[src/verilog/axil_link_params.svh]
/*
 * link bridge parameters
 * slot count, receive FIFO depth, AXI-Lite address map and ROM contents
 */

`ifndef AXIL_LINK_PARAMS_SVH
`define AXIL_LINK_PARAMS_SVH

// receive slots and per-slot FIFO entries (depth is a power of two)
`define AXIL_NUM_SLOTS 2
`define AXIL_FIFO_DEPTH 4
`define AXIL_FIFO_CNT_WIDTH $clog2(`AXIL_FIFO_DEPTH + 1)

// address split into slot index and in-slot byte offset
`define AXIL_OFS_WIDTH 12
`define AXIL_SLOT_IDX_WIDTH 4
`define AXIL_FIRST_SLOT_IDX 1

// slot register byte offsets
`define AXIL_OFS_RDFO 12'h01C
`define AXIL_OFS_RDR 12'h020
`define AXIL_OFS_RLR 12'h024

// information ROM
`define AXIL_ROM_WORDS 4
`define AXIL_ROM_MAGIC 32'h4C4E_4B31
`define AXIL_ROM_VERSION 32'h0000_0100

`endif

[src/verilog/axil_bus_pkg.sv]
/*
 * AXI-Lite bus types
 * read response code and the two views of a read address word
 */

`include "axil_link_params.svh"

package axil_bus_pkg;

  // ----------------------------------------------------------------------
  // read response
  // ----------------------------------------------------------------------

  // only OKAY and DECERR are ever returned
  typedef enum logic [1:0] {
    AXIL_RESP_OKAY   = 2'b00,
    AXIL_RESP_DECERR = 2'b11
  } axil_resp_e;

  // ----------------------------------------------------------------------
  // read address word
  // ----------------------------------------------------------------------

  // raw view for word indexing, field view for slot/offset decode
  typedef union packed {
    logic [31:0] raw;
    struct packed {
      logic [31-`AXIL_SLOT_IDX_WIDTH-`AXIL_OFS_WIDTH:0] spare;
      logic [`AXIL_SLOT_IDX_WIDTH-1:0] slot_idx;
      logic [`AXIL_OFS_WIDTH-1:0] ofs;
    } f;
  } axil_rd_addr_u;

endpackage

[src/verilog/link_stream_pkg.sv]
/*
 * link stream types
 * stream word and the register offsets inside a receive slot
 */

`include "axil_link_params.svh"

package link_stream_pkg;

  // one word as pushed by the link side
  typedef logic [31:0] link_word_t;

  // ----------------------------------------------------------------------
  // slot registers
  // ----------------------------------------------------------------------

  // RDFO occupancy, RDR data (pops the FIFO), RLR received-word count
  typedef enum logic [`AXIL_OFS_WIDTH-1:0] {
    SLOT_REG_RDFO = `AXIL_OFS_RDFO,
    SLOT_REG_RDR  = `AXIL_OFS_RDR,
    SLOT_REG_RLR  = `AXIL_OFS_RLR
  } slot_reg_e;

endpackage

[src/verilog/rx_stream_fifo.sv]
/*
 * receive FIFO for one slot
 * circular buffer with occupancy count, head word reads zero when empty
 */

`timescale 1ns/1ns

`include "axil_link_params.svh"

module rx_stream_fifo (
  input                                    clk_i
  , input                                  reset_i
  // link side push
  , input                                  push_v_i
  , input  link_stream_pkg::link_word_t    push_data_i
  , output                                 push_ready_o
  // reader side
  , input                                  pop_i
  , output link_stream_pkg::link_word_t    head_o
  , output [`AXIL_FIFO_CNT_WIDTH-1:0]      count_o
);

  localparam int depth_lp     = `AXIL_FIFO_DEPTH;
  localparam int ptr_width_lp = $clog2(depth_lp);
  localparam int cnt_width_lp = `AXIL_FIFO_CNT_WIDTH;

  // payload storage
  link_stream_pkg::link_word_t mem_r [depth_lp];

  logic [ptr_width_lp-1:0] wr_ptr_r;
  logic [ptr_width_lp-1:0] rd_ptr_r;
  logic [cnt_width_lp-1:0] count_r;

  logic full;
  logic empty;
  logic push_fire;
  logic pop_fire;

  assign full  = (count_r == cnt_width_lp'(depth_lp));
  assign empty = (count_r == '0);

  // pop on empty is dropped here
  assign push_fire = push_v_i & ~full;
  assign pop_fire  = pop_i & ~empty;

  // ----------------------------------------------------------------------
  // pointers and occupancy
  // ----------------------------------------------------------------------

  always_ff @(posedge clk_i) begin
    if (reset_i) begin
      wr_ptr_r <= '0;
      rd_ptr_r <= '0;
      count_r  <= '0;
    end else begin
      // pointers wrap on their own since depth is a power of two
      if (push_fire) begin
        wr_ptr_r <= wr_ptr_r + 1'b1;
      end
      if (pop_fire) begin
        rd_ptr_r <= rd_ptr_r + 1'b1;
      end
      // push and pop together leave the count alone
      if (push_fire & ~pop_fire) begin
        count_r <= count_r + 1'b1;
      end else if (pop_fire & ~push_fire) begin
        count_r <= count_r - 1'b1;
      end
    end
  end

  always_ff @(posedge clk_i) begin
    if (push_fire) begin
      mem_r[wr_ptr_r] <= push_data_i;
    end
  end

  // ----------------------------------------------------------------------
  // outputs
  // ----------------------------------------------------------------------

  assign push_ready_o = ~full;
  // zero head keeps a read of an empty slot clean
  assign head_o       = empty ? '0 : mem_r[rd_ptr_r];
  assign count_o      = count_r;

endmodule

[src/verilog/rx_slot_status.sv]
/*
 * status registers for one receive slot
 * received-word counter and occupancy, picked by the in-slot offset
 */

`timescale 1ns/1ns

`include "axil_link_params.svh"

module rx_slot_status (
  input                                clk_i
  , input                              reset_i
  // accepted push on this slot
  , input                              push_fire_i
  // FIFO occupancy
  , input  [`AXIL_FIFO_CNT_WIDTH-1:0]  count_i
  // latched read address from the reader
  , input  [31:0]                      rd_addr_i
  , output logic [31:0]                status_o
);

  axil_bus_pkg::axil_rd_addr_u rd_addr;
  link_stream_pkg::slot_reg_e  reg_sel;

  logic [31:0] rx_count_r;

  // ----------------------------------------------------------------------
  // received-word counter
  // ----------------------------------------------------------------------

  // free-running counter that wraps at 32 bits
  always_ff @(posedge clk_i) begin
    if (reset_i) begin
      rx_count_r <= '0;
    end else if (push_fire_i) begin
      rx_count_r <= rx_count_r + 32'd1;
    end
  end

  // ----------------------------------------------------------------------
  // register select
  // ----------------------------------------------------------------------

  // only the offset field matters here
  assign rd_addr = rd_addr_i;
  assign reg_sel = link_stream_pkg::slot_reg_e'(rd_addr.f.ofs);

  always_comb begin
    case (reg_sel)
      // zero-extended occupancy
      link_stream_pkg::SLOT_REG_RDFO: status_o = 32'(count_i);
      link_stream_pkg::SLOT_REG_RLR:  status_o = rx_count_r;
      // RDR comes from the FIFO head in the reader
      default:                        status_o = '0;
    endcase
  end

endmodule

[src/verilog/link_info_rom.sv]
/*
 * link information ROM
 * magic, slot count, FIFO depth and version by word offset
 */

`timescale 1ns/1ns

`include "axil_link_params.svh"

module link_info_rom (
  input  [31:0]  rd_addr_i
  , output [31:0] rom_o
);

  localparam int word_idx_w_lp = `AXIL_OFS_WIDTH - 2;
  localparam int rom_idx_w_lp  = $clog2(`AXIL_ROM_WORDS);

  // word contents in word order
  localparam logic [31:0] rom_lp [`AXIL_ROM_WORDS] = '{
    `AXIL_ROM_MAGIC,
    32'(`AXIL_NUM_SLOTS),
    32'(`AXIL_FIFO_DEPTH),
    `AXIL_ROM_VERSION
  };

  logic [31:0]              word_addr;
  logic [word_idx_w_lp-1:0] word_idx;
  logic [rom_idx_w_lp-1:0]  rom_idx;
  logic                     in_range;

  // byte address to word address
  assign word_addr = rd_addr_i >> 2;
  // keep only the words inside one slot
  assign word_idx  = word_addr[word_idx_w_lp-1:0];
  assign rom_idx   = word_idx[rom_idx_w_lp-1:0];
  assign in_range  = (word_idx < word_idx_w_lp'(`AXIL_ROM_WORDS));

  // words past the table read zero
  assign rom_o = in_range ? rom_lp[rom_idx] : '0;

endmodule

[src/verilog/axil_rx_reader.sv]
/*
 * AXI-Lite read slave for the receive slots
 * idle/address/data FSM, slot decode, data select, DECERR and FIFO pop
 */

`timescale 1ns/1ns

`include "axil_link_params.svh"

module axil_rx_reader (
  input                                                         clk_i
  , input                                                       reset_i
  // AXI-Lite read address and data channels
  , input  [31:0]                                               araddr_i
  , input                                                       arvalid_i
  , output                                                      arready_o
  , output logic [31:0]                                         rdata_o
  , output axil_bus_pkg::axil_resp_e                            rresp_o
  , output                                                      rvalid_o
  , input                                                       rready_i
  // FIFO heads, status words and ROM word
  , input  link_stream_pkg::link_word_t [`AXIL_NUM_SLOTS-1:0]   fifo_data_i
  , input  [`AXIL_NUM_SLOTS-1:0][31:0]                          status_data_i
  , input  [31:0]                                               rom_data_i
  // pop pulse and latched address
  , output [`AXIL_NUM_SLOTS-1:0]                                fifo_pop_o
  , output [31:0]                                               rd_addr_o
);

  localparam int num_slots_lp  = `AXIL_NUM_SLOTS;
  localparam int slot_idx_w_lp = `AXIL_SLOT_IDX_WIDTH;
  localparam int slot_sel_w_lp = (num_slots_lp > 1) ? $clog2(num_slots_lp) : 1;

  // FSM encoding
  localparam logic [1:0] st_idle_lp = 2'd0;
  localparam logic [1:0] st_addr_lp = 2'd1;
  localparam logic [1:0] st_data_lp = 2'd2;

  logic [1:0] state_r;
  logic [1:0] state_n;
  logic       in_idle;
  logic       in_data;
  logic       ar_fire;
  logic       r_fire;

  axil_bus_pkg::axil_rd_addr_u addr_r;

  logic [num_slots_lp-1:0]  slot_hit;
  logic                     rom_hit;
  logic                     any_hit;
  logic                     data_reg;
  logic [slot_sel_w_lp-1:0] slot_sel;

  // ----------------------------------------------------------------------
  // read FSM
  // ----------------------------------------------------------------------

  assign in_idle = (state_r == st_idle_lp);
  assign in_data = (state_r == st_data_lp);

  assign ar_fire = arvalid_i & arready_o;
  assign r_fire  = rvalid_o & rready_i;

  always_comb begin
    state_n = state_r;
    case (state_r)
      // ready for an address only here
      st_idle_lp: begin
        if (ar_fire) begin
          state_n = st_addr_lp;
        end
      end
      // address is in the flop while decode settles
      st_addr_lp: begin
        state_n = st_data_lp;
      end
      // hold the response until the host takes it
      st_data_lp: begin
        if (r_fire) begin
          state_n = st_idle_lp;
        end
      end
      default: state_n = st_idle_lp;
    endcase
  end

  always_ff @(posedge clk_i) begin
    if (reset_i) begin
      state_r <= st_idle_lp;
    end else begin
      state_r <= state_n;
    end
  end

  // address flop loaded on the handshake only
  always_ff @(posedge clk_i) begin
    if (ar_fire) begin
      addr_r <= araddr_i;
    end
  end

  // ----------------------------------------------------------------------
  // slot and offset decode
  // ----------------------------------------------------------------------

  // receive slot i sits at index i plus the first slot index
  for (genvar i = 0; i < num_slots_lp; i++) begin : g_hit
    assign slot_hit[i] = in_data
      && (addr_r.f.slot_idx == slot_idx_w_lp'(i + `AXIL_FIRST_SLOT_IDX));
  end

  // ROM follows the last receive slot
  assign rom_hit = in_data
    && (addr_r.f.slot_idx == slot_idx_w_lp'(num_slots_lp + `AXIL_FIRST_SLOT_IDX));

  assign any_hit  = (|slot_hit) | rom_hit;
  assign data_reg = (addr_r.f.ofs == link_stream_pkg::SLOT_REG_RDR);

  // one-hot hit vector to slot number
  always_comb begin
    slot_sel = '0;
    for (int i = 0; i < num_slots_lp; i++) begin
      if (slot_hit[i]) begin
        slot_sel = slot_sel_w_lp'(i);
      end
    end
  end

  // ----------------------------------------------------------------------
  // read data and response
  // ----------------------------------------------------------------------

  always_comb begin
    if (rom_hit) begin
      rdata_o = rom_data_i;
    end else if (|slot_hit) begin
      // data register gives the FIFO head, anything else the status word
      rdata_o = data_reg ? fifo_data_i[slot_sel] : status_data_i[slot_sel];
    end else begin
      rdata_o = '0;
    end
  end

  // unmapped slot index while a response is up
  assign rresp_o = (in_data & ~any_hit) ? axil_bus_pkg::AXIL_RESP_DECERR
                                        : axil_bus_pkg::AXIL_RESP_OKAY;

  assign arready_o = in_idle;
  assign rvalid_o  = in_data;

  // pop the addressed FIFO as the data-register response completes
  assign fifo_pop_o = {num_slots_lp{r_fire & data_reg}} & slot_hit;

  assign rd_addr_o = addr_r.raw;

endmodule

[src/verilog/axil_rx_subsystem.sv]
/*
 * receive side of the AXI-Lite link bridge
 * per-slot FIFO and status, information ROM and the read slave
 */

`timescale 1ns/1ns

`include "axil_link_params.svh"

module axil_rx_subsystem (
  input                                                         clk_i
  , input                                                       reset_i
  // AXI-Lite read channels
  , input  [31:0]                                               araddr_i
  , input                                                       arvalid_i
  , output                                                      arready_o
  , output [31:0]                                               rdata_o
  , output axil_bus_pkg::axil_resp_e                            rresp_o
  , output                                                      rvalid_o
  , input                                                       rready_i
  // link side pushes with one lane per slot
  , input  [`AXIL_NUM_SLOTS-1:0]                                rx_v_i
  , input  link_stream_pkg::link_word_t [`AXIL_NUM_SLOTS-1:0]   rx_data_i
  , output [`AXIL_NUM_SLOTS-1:0]                                rx_ready_o
);

  localparam int num_slots_lp = `AXIL_NUM_SLOTS;

  logic [num_slots_lp-1:0]                            push_fire;
  logic [num_slots_lp-1:0]                            rd_pop;
  link_stream_pkg::link_word_t [num_slots_lp-1:0]     fifo_head;
  logic [num_slots_lp-1:0][`AXIL_FIFO_CNT_WIDTH-1:0]  fifo_count;
  logic [num_slots_lp-1:0][31:0]                      status_word;
  logic [31:0]                                        rd_addr;
  logic [31:0]                                        rom_word;

  // ----------------------------------------------------------------------
  // receive slots
  // ----------------------------------------------------------------------

  for (genvar i = 0; i < num_slots_lp; i++) begin : g_slot
    // counted only when the FIFO takes the word
    assign push_fire[i] = rx_v_i[i] & rx_ready_o[i];

    rx_stream_fifo u_fifo (
      .clk_i        (clk_i)
      , .reset_i    (reset_i)
      , .push_v_i   (rx_v_i[i])
      , .push_data_i(rx_data_i[i])
      , .push_ready_o(rx_ready_o[i])
      , .pop_i      (rd_pop[i])
      , .head_o     (fifo_head[i])
      , .count_o    (fifo_count[i])
    );

    rx_slot_status u_status (
      .clk_i        (clk_i)
      , .reset_i    (reset_i)
      , .push_fire_i(push_fire[i])
      , .count_i    (fifo_count[i])
      , .rd_addr_i  (rd_addr)
      , .status_o   (status_word[i])
    );
  end

  // ----------------------------------------------------------------------
  // ROM and read slave
  // ----------------------------------------------------------------------

  link_info_rom u_rom (
    .rd_addr_i(rd_addr)
    , .rom_o  (rom_word)
  );

  axil_rx_reader u_reader (
    .clk_i          (clk_i)
    , .reset_i      (reset_i)
    , .araddr_i     (araddr_i)
    , .arvalid_i    (arvalid_i)
    , .arready_o    (arready_o)
    , .rdata_o      (rdata_o)
    , .rresp_o      (rresp_o)
    , .rvalid_o     (rvalid_o)
    , .rready_i     (rready_i)
    , .fifo_data_i  (fifo_head)
    , .status_data_i(status_word)
    , .rom_data_i   (rom_word)
    , .fifo_pop_o   (rd_pop)
    , .rd_addr_o    (rd_addr)
  );

endmodule

[config.mk]
export PLATFORM = sky130hd
export DESIGN_NAME = axil_rx_subsystem
export DESIGN_NICKNAME = d
export VERILOG_FILES = /design/src/verilog/axil_bus_pkg.sv /design/src/verilog/link_stream_pkg.sv /design/src/verilog/rx_stream_fifo.sv /design/src/verilog/rx_slot_status.sv /design/src/verilog/link_info_rom.sv /design/src/verilog/axil_rx_reader.sv /design/src/verilog/axil_rx_subsystem.sv
export VERILOG_INCLUDE_DIRS = /design/src /design/src/verilog
export SDC_FILE = /design/constraint.sdc
export NUM_CORES = 1
export LEC_CHECK = 0
export BUFFER_PORTS_ARGS = -buffer_cell sky130_fd_sc_hd__buf_4
export CAP_MARGIN = 30
export CORE_UTILIZATION = 35
export DETAILED_ROUTE_END_ITERATION = 16
export SYNTH_ARGS = -nofsm -noshare
export SYNTH_HDL_FRONTEND = slang
export SYNTH_SLANG_ARGS = --single-unit
export TNS_END_PERCENT = 20
[constraint.sdc]
create_clock -name clk_i -period 7.3 [get_ports clk_i]
set_input_delay 2.19 -clock clk_i [delete_from_list [all_inputs] [get_ports clk_i]]
set_output_delay 2.19 -clock clk_i [all_outputs]
set_load 0.01 [all_outputs]
Yosys cells after proc, flatten, opt, wreduce, memory -nomap -nowiden
Memories as Yosys holds them, arrays and structs flattened. A register that Yosys moved wholly into a read port is not among the register bits.
Cells that the tools add are included.

operators by class
  add/subtract/negate cells = 10
  $lt $le $gt $ge = 3
  equality and inequality tests = 12
  muxes and demuxes = 32
  bitwise operators = 24
  reduce and logical (&&, ||, !) cells = 10

operator list
  operator                                                                count
  32-bit 2-to-1 mux                                                       12
  32-bit case mux with 2 select lines                                     2
  32-bit by 1-bit adder with 32-bit output, second input constant         2
  32-bit binary-select mux with 2-bit select                              1
  12-bit by 6-bit equality test with 1-bit output, second input constant  2
  2-bit 2-to-1 mux                                                        7
  1-bit bitwise AND                                                       12
  12-bit by 5-bit equality test with 1-bit output, second input constant  1
  3-bit 2-to-1 mux                                                        4
  10-bit by 3-bit < comparator with 1-bit output, second input constant   1
  1-bit inverter                                                          9
  2-bit by 1-bit adder with 2-bit output, second input constant           4
  4-bit by 2-bit equality test with 1-bit output, second input constant   2
  3-bit by 1-bit adder with 3-bit output, second input constant           2
  3-bit equality test, second input constant                              2
  3-bit zero test                                                         2
  2-bit case mux with 3 select lines                                      1
  3-bit by 1-bit subtractor with 3-bit output, second input constant      2
  1-bit 2-to-1 mux                                                        5
  4-bit by 1-bit equality test with 1-bit output, second input constant   1
  2-bit inequality test, second input constant                            2
  2-bit nonzero test                                                      2
  3-bit greater-or-equal comparator, second input constant                1
  1-bit logical AND                                                       3
  9 further kinds                                                         9

word-level totals
  flip-flop bits (word level) = 96
  RAM bits = 256
  input port bits = 102
  memories = 2

memories
  name                    depth  width  rd ports  clocked after Yosys merged registers in  wr ports  RTL line              RTL
  g_slot[0].u_fifo.mem_r  4      32     1         1                                        1         rx_stream_fifo.sv:28  link_stream_pkg::link_word_t mem_r [depth_lp];
  g_slot[1].u_fifo.mem_r  4      32     1         1                                        1         rx_stream_fifo.sv:28

Logic depth before layout (Yosys ltp)
Gate-level depths: netlist of run 1.

  depth after elaboration = 8
  depth in mapped cells = 11
  depth with buffers taken out = 10

Modules after synthesis
A second synthesis of run 1 with hierarchy kept.

second synthesis, totals
  cells, all modules = 1,194
  area, all modules = 17,048.9 sq um

by module, submodules not included
  module             instances  cells each  area each (sq um)  sequential area each (sq um)
  rx_stream_fifo     2          251         5,298.8            4,023.9
  rx_slot_status     2          219         1,871.8            640.6
  axil_rx_reader     1          209         2,362.3            1,001.0
  link_info_rom      1          43          332.8              0.0
  axil_rx_subsystem  1          2           12.5               0.0

Worst setup path before layout of run 1
OpenSTA, ideal clock, no wires.

  path kind = register to output
  start point = reg u_reader.addr_r (netlist bit u_reader.rd_addr_o[12])
  end point = out rdata_o[10]
  data arrival time = 2.294 ns
  data required time = 5.110 ns
  slack = 2.816 ns
  cell stages (with the launch flop) = 7
  cells stage by stage = edfxtp_1 > or4b_2 > nor3_1 > clkbuf_1 > a22oi_1 > o22a_1 > nor2_1

on the way
  longest elaborated chain between the ends = 8

RTL lines
  element                                                RTL line                 RTL
  start, declared                                        axil_rx_reader.sv:46     axil_bus_pkg::axil_rd_addr_u addr_r;
  start signal, assigned                                 axil_rx_reader.sv:98     addr_r <= araddr_i;
  4-bit by 2-bit equality test with 1-bit output         axil_rx_reader.sv:109    && (addr_r.f.slot_idx == slot_idx_w_lp'(i + `AXIL_FIRST_SLOT_IDX));
  1-bit logical AND                                      axil_rx_reader.sv:108    assign slot_hit[i] = in_data
  1-bit 2-to-1 mux                                       axil_rx_reader.sv:123    if (slot_hit[i]) begin
  32-bit 2-to-1 mux (implied by the code) (2 in series)  axil_rx_reader.sv:138    rdata_o = data_reg ? fifo_data_i[slot_sel] : status_data_i[slot_sel];
  32-bit 2-to-1 mux                                      axil_rx_reader.sv:138
  32-bit 2-to-1 mux                                      axil_rx_reader.sv:136    end else if (|slot_hit) begin
  32-bit 2-to-1 mux *                                    axil_rx_reader.sv:134    if (rom_hit) begin
  end, declared                                          axil_rx_subsystem.sv:17  , output [31:0] rdata_o

Mark *: on every way between the ends. The rest lies on a longest branch, timed or not. The select of a mux whose other input is x is not followed.

Final worst setup path of run 1
  start point = reg u_reader.addr_r (netlist bit u_reader.rd_addr_o[12])
  end point = out rdata_o[14]

The elaborated chain is that of the path after synthesis.

==> out/results.txt, run 1 <==
Min-Delay Path Depth -> 2
Critical Path Sink Type -> primary output
Syn_area_per_cell -> 15.05 sq um
Post-synth EDFFs -> 272
First-pass GRT wire length -> 53.79 mm
Status -> finished, final reports clean
Fmax -> 0.1649 GHz
Area after DPL -> 16440 sq um
Die area -> 43170 sq um
Reported max-cap violation count -> 0
Worst Path Required -> 5.11 ns
Detail Placement HPWL -> 24.00 mm
Clock Pin Slew Worst Setup and Hold Paths -> 0.06 ns
TritonRoute pass-1 iters -> 8
Total gr overflow -> 0
Startpoint class of the critical path -> flop
Worst IR Drop VDD -> 0.1534 mV
Root Buffer -> clkbuf_16
Setup bufs post-CTS -> 0
Reg2reg setup slack -> 4.26 ns
Arr. time, crit path -> 3.87 ns
Drt via density -> 5.240
Worst slew pin tran -> 0.9765 ns
Total negative slack -> 0 ns
Std cell rows -> 75
CTS tree -> built
WL final -> 35.73 mm
Design area -> 17730 sq um
Num ports -> 140
Initial antenna violation count -> 2
Post_cts resized -> 0
Setup CP Type -> flop to primary output
Fin crit period -> 6.064 ns
H-tree depth -> 2
Final hold vios -> 0
Fillcell total -> 3820
Routed wire per std cell -> 21.26 um
Setup-failing EPs final -> 0
Yosys Warn Count -> 0
Drt initial violations -> 666
Overall power -> 4.752 mW
Post-synthesis cell type count -> 51
Die width -> 207.8 um
Slew HR -> 0.3490
Top_reg_cell synth -> edfxtp_1
Mapped Nets -> 1105
Final Skew -> 0.006896 ns
Unrepaired setup endpoints after global routing -> false
Placed cell count -> 1608
Asr flop ratio synth -> 0
Die height -> 207.8 um
Final slew viol count -> 0
Critical-path maximum fanout -> 18
Port bufs -> 123
Area Overhead vs Synth -> 19.62%
Layout net count -> 1232
GRT Util Overall -> 0.1651
GPL Wtd Cong -> 0.8252
Clk_lat worst skew -> 0.52 ns
Layout cells sized above 1 -> 0.2445
Synthesis-stage register bit count -> 356
Final core utilization -> 0.4236
M1 WL -> 16.08 mm
# hold bufs at CTS -> 0
Diodes inserted -> 0
Pwr per Cell Area -> 268.0 nW/um^2
Uppermost layer routed -> met5
Period utilization -> 0.8307
Synthesized cell area -> 14820 sq um
Number of global-route vias before repair -> 8791
Deepest clock path buffer count -> 3
Residual DRC -> 0
Reg2Reg Depth -> 10
Initial core utilization -> 0.3541
Hold crit path type -> flop to flop
Post-DRT Antenna Nets -> 0
Leakage power -> 5.733 nW
Total CTS buffers -> 39
Non-filler cells, final -> 1680
Cells after Synth -> 985
Met3 WL -> 1.968 mm
Clk sinks -> 356
Core Footprint -> 41850 sq um
Largest net degree at the start of global routing -> 83
Seq/Total Area, Yosys -> 0.6645
Total number of vias -> 8804
Routed wl met2 -> 16.80 mm
-- final timing paths --
kind / startpoint / endpoint
worst max-delay path: u_reader.rd_addr_o[12] / rdata_o[14]
worst min-delay path: g_slot[0].u_status.rx_count_r[31] / g_slot[0].u_status.rx_count_r[31]
worst max register to register: u_reader.rd_addr_o[12] / g_slot[1].u_fifo.count_o[2]
worst min register to register: g_slot[0].u_status.rx_count_r[31] / g_slot[0].u_status.rx_count_r[31]
-- report_power, final --
part | internal (mW) | switching [mW] | leakage [nW]
Clock | 1.17 | 0.772 | 0.607
Sequential | 2.33 | 0.0462 | 3.18
Combinational | 0.178 | 0.261 | 1.95
-- registers in the layout (all words and copies together), names as in the netlist, named ones only --
name,cells
g_slot.u_fifo.mem_r,256
g_slot.u_status.rx_count_r,64
u_reader.rd_addr_o,16
g_slot.u_fifo.count_o,6
g_slot.u_fifo.rd_ptr_r,4
g_slot.u_fifo.wr_ptr_r,4
u_reader.state_r,2
-- cells in the final DEF, fill, tap and decap left out, types with 3 or more instances in the layout --
master / netlist / routed
a21oi_1: 20 / 19
edfxtp_1: 272 / 272
xor2_1: 16 / 16
o221ai_1: 13 / 13
clkbuf_16: 0 / 41
o31ai_1: 3 / 3
and2_1: 8 / 4
a22oi_1: 34 / 34
nor4_1: 18 / 18
mux4_2: 64 / 64
clkinv_2: 0 / 5
nor4b_1: 4 / 4
clkbuf_1: 43 / 11
o22a_1: 11 / 11
mux2i_1: 25 / 25
and2_2: 0 / 4
and3_1: 8 / 4
nand3_1: 22 / 22
inv_1: 24 / 24
nand2_1: 26 / 26
o21ai_0: 12 / 12
xnor2_1: 44 / 44
buf_16: 0 / 3
nor3_1: 25 / 24
clkinv_1: 0 / 8
ha_1: 16 / 16
dfxtp_1: 84 / 82
buf_4: 3 / 132
or3_1: 10 / 10
buf_8: 0 / 3
bufinv_16: 0 / 4
nand4_1: 18 / 18
and3_2: 0 / 4
nor3b_1: 4 / 4
nor2_1: 105 / 104
buf_12: 0 / 4
o32a_1: 5 / 5
and4_1: 10 / 10
-- layout make-up --
type / instances / area, sq um / share of cell area
Inverter: 24 / 90.09 / 0.005081
Clock buffer: 52 / 1067 / 0.06020
Clock inverter: 18 / 182.7 / 0.01030
Sequential cell: 356 / 9852 / 0.5557
Timing Repair Buffer: 142 / 1199 / 0.06761
Tap cell: 539 / 674.4 / 0.03804
Multi-Input combinational cell: 549 / 4664 / 0.2631
-- synthesized netlist by cell type, drive strengths merged (18+ instances only) --
cell | number | area [sq um]
nand3 | 22 | 110.1
a22oi | 34 | 255.2
nor3 | 25 | 125.1
xnor2 | 44 | 385.4
edfxtp | 272 | 8168
nand2 | 26 | 97.59
clkbuf | 43 | 161.4
nand4 | 18 | 112.6
nor2 | 105 | 394.1
mux4 | 64 | 1441
nor4 | 18 | 112.6
a21oi | 20 | 100.1
mux2i | 25 | 250.2
inv | 24 | 90.09
dfxtp | 84 | 1682
-- logic make-up after synthesis --
family / share of synthesized area
simple gates: 0.09362
flops: 0.6645
compound gates: 0.05386
mux: 0.1141
buf+inv: 0.02220
fa+ha+maj: 0.01621
xor+xnor: 0.03545
-- worst max-delay path, cell delays in order (launching register included) --
cell      delay [ns]
edfxtp_1        0.39
nor4b_1         0.51
nand2_1         0.62
o21ai_0         0.46
nand3_1         0.59
o221ai_1        0.58
buf_4           0.20
-- through the flow --
step	hold WS [ns]	worst slack, ns
2_1_floorplan	0.4532	2.816
3_3_place_gp	0.4699	1.820
3_5_place_dp	0.4934	1.769
4_1_cts	0.5045	1.204
5_1_grt	0.5147	0.9761
6_report	0.5038	1.236
-- routing by layer --
layer,global-route usage,vias to the layer above
met5,0,-
met4,0.04981,4
met3,0.03570,64
met2,0.2663,233
met1,0.2234,4423
li1,-,4080
(Power assumes the default switching activity.)
==> run 2, diff against run 1 <==
==> constraint.sdc (replaced) <==
create_clock -name clk_i -period 6.26 [get_ports clk_i]
set_input_delay 1.878 -clock clk_i [delete_from_list [all_inputs] [get_ports clk_i]]
set_output_delay 1.878 -clock clk_i [all_outputs]
set_load 0.01 [all_outputs]
==> out/results.txt, run 2 (same netlist as run 1, synthesis figures left out) <==
Switching share of power -> 0.2274
Startpoint class of the critical path -> flop
Setup CP Type -> flop to primary output
Deepest clock path buffer count -> 3
Most common cell after layout, fill and taps aside -> edfxtp_1
Drt initial violations -> 697
CTS tree -> built
Crit path capture -> rdata_o[30]
Fmax -> 0.1856 GHz
Final hold vios -> 0
Worst slew pin tran -> 0.9630 ns
Max FFs per register -> 256
Multi-input gate area in the final layout -> 4664 sq um
First-pass GRT wire length -> 53.09 mm
Diodes inserted -> 0
Slowest CP cell -> o221ai_1
Post_cts resized -> 0
Slew HR -> 0.3580
Arr. time, crit path -> 3.51 ns
Port bufs -> 123
Critical-path maximum fanout -> 13
WP depth -> 6
Final Skew -> 0.01106 ns
Leakage power -> 5.680 nW
Pwr per Cell Area -> 310.1 nW/um^2
Most frequent cells in the layout -> edfxtp_1 (272), buf_4 (135), nor2_1 (104)
Layout net count -> 1229
Largest stage delay, worst path -> 0.57 ns
Unrepaired setup endpoints after global routing -> false
Psw -> 1.242 mW
Reg2Reg Depth -> 10
Combinational share of power -> 0.088
TritonRoute pass-1 iters -> 7
Core Footprint -> 41850 sq um
WP buf/inv -> 1
Setup-failing EPs final -> 0
Initial core utilization -> 0.3541
Overall power -> 5.462 mW
Total gr overflow -> 0
GRT Util Overall -> 0.1632
Setup bufs post-CTS -> 0
Reported max-cap violation count -> 0
# hold bufs at CTS -> 0
Num ports -> 140
Register area -> 9852 sq um
Die area -> 43170 sq um
Detail Placement HPWL -> 23.26 mm
Clock Pin Slew Worst Setup and Hold Paths -> 0.06 ns
Die width -> 207.8 um
Largest net degree at the start of global routing -> 83
Root Buffer -> clkbuf_16
Reg with most FFs -> g_slot.u_fifo.mem_r
Final slew viol count -> 0
Status -> finished, final reports clean
Die height -> 207.8 um
Total negative slack -> 0 ns
Final worst slack -> 0.8722 ns
Routed wire per std cell -> 21.13 um
Reg-to-reg endpoint -> g_slot[1].u_fifo.count_o[2]
Fillcell total -> 3812
Clk sinks -> 356
Worst Setup SP -> u_reader.rd_addr_o[15]
Sequential Power Share -> 0.507
Cells along the critical path -> or3b_2, or2_2, o21ai_0, nand3_1, o221ai_1, buf_4
Std cell rows -> 75
Critical Path Sink Type -> primary output
Reg2reg setup slack -> 3.07 ns
WL final -> 35.34 mm
Worst IR Drop VDD -> 0.1697 mV
Dpl ws -> 1.468 ns
Total CTS buffers -> 38
Period utilization -> 0.8607
Number of global-route vias before repair -> 8726
Hold crit path type -> flop to flop
Post-DRT Antenna Nets -> 0
Area Overhead vs Synth -> 18.83%
Initial antenna violation count -> 3
Clock network power share -> 0.404
FF-to-FF Start -> u_reader.rd_addr_o[12]
Residual DRC -> 0
Internal power -> 4.220 mW
Drt via density -> 5.239
Fin crit period -> 5.388 ns
Layout cells sized above 1 -> 0.2445
Worst Path Required -> 4.38 ns
GPL Wtd Cong -> 0.8428
Total number of vias -> 8759
H-tree depth -> 2
Top delay family on crit path -> simple AND/OR/NAND/NOR gates
Clk_lat worst skew -> 0.54 ns
[run 2: changes by cell type in the layout (fill, tap and decap cells not counted), moves of 2 or more]
cell and change:
buf_4 +3, clkbuf_16 -3, inv_6 +2, clkbuf_1 -5
clkinv_2 -2, buf_16 -2, buf_8 -3
[run 2: power by group through the flow]
stage          registers, mW  logic [mW]  clock network (mW)
3_5_place_dp            2.82       0.473                   0
3_3_place_gp            2.81       0.461                   0
4_1_cts                 2.77       0.476                2.26
6_report                2.77       0.483                2.21
5_1_grt                 2.79       0.523                2.34
2_1_floorplan           2.80       0.267                   0
[run 2: worst min-delay path, cell delays in order, from the launching register on]
cell and delay [ns]:
dfxtp_1 0.32, o31ai_1 0.06, a21oi_1 0.05
[run 2: worst min-delay path by stage]
stage	slack, ns	cells past startpoint	start	endpoint
floorplan	0.45	2	g_slot[0].u_status.rx_count_r[31]	g_slot[0].u_status.rx_count_r[31]
global placement	0.47	2	g_slot[0].u_status.rx_count_r[31]	g_slot[0].u_status.rx_count_r[31]
detailed placement	0.48	2	g_slot[0].u_status.rx_count_r[31]	g_slot[0].u_status.rx_count_r[31]
CTS	0.49	2	g_slot[0].u_status.rx_count_r[31]	g_slot[0].u_status.rx_count_r[31]
global route	0.52	2	g_slot[0].u_status.rx_count_r[31]	g_slot[0].u_status.rx_count_r[31]
finish	0.49	2	g_slot[0].u_status.rx_count_r[31]	g_slot[0].u_status.rx_count_r[31]
[run 2: per-stage QoR]
stage | std cells | utilization | hold slack, ns | area, sq um
after global placement | 1603 | 0.3893 | 0.4712 | 16290
after global routing | 1672 | 0.4208 | 0.5219 | 17610
after CTS | 1668 | 0.4187 | 0.4933 | 17530
after floorplan | 985 | - | 0.4532 | 14820
after detailed placement | 1604 | 0.3898 | 0.4788 | 16310
final | 1672 | 0.4208 | 0.4889 | 17610
[run 2: metal layers]
metal / part of all wire / GRT usage / routed length [um]
met5: 0.0014 / 0 / 48
met4: 0.023 / 0.05006 / 808
met3: 0.055 / 0.03707 / 1928
met2: 0.49 / 0.2678 / 17150
met1: 0.44 / 0.2152 / 15410
[run 2: final cells by class]
type	count	share of cell area
inverter	24	0.005115
clock buffer	44	0.05527
timing repair buffer	140	0.06365
clock inverter	20	0.01350
sequential	356	0.5594
multi-input combinational	549	0.2648
tap	539	0.03829
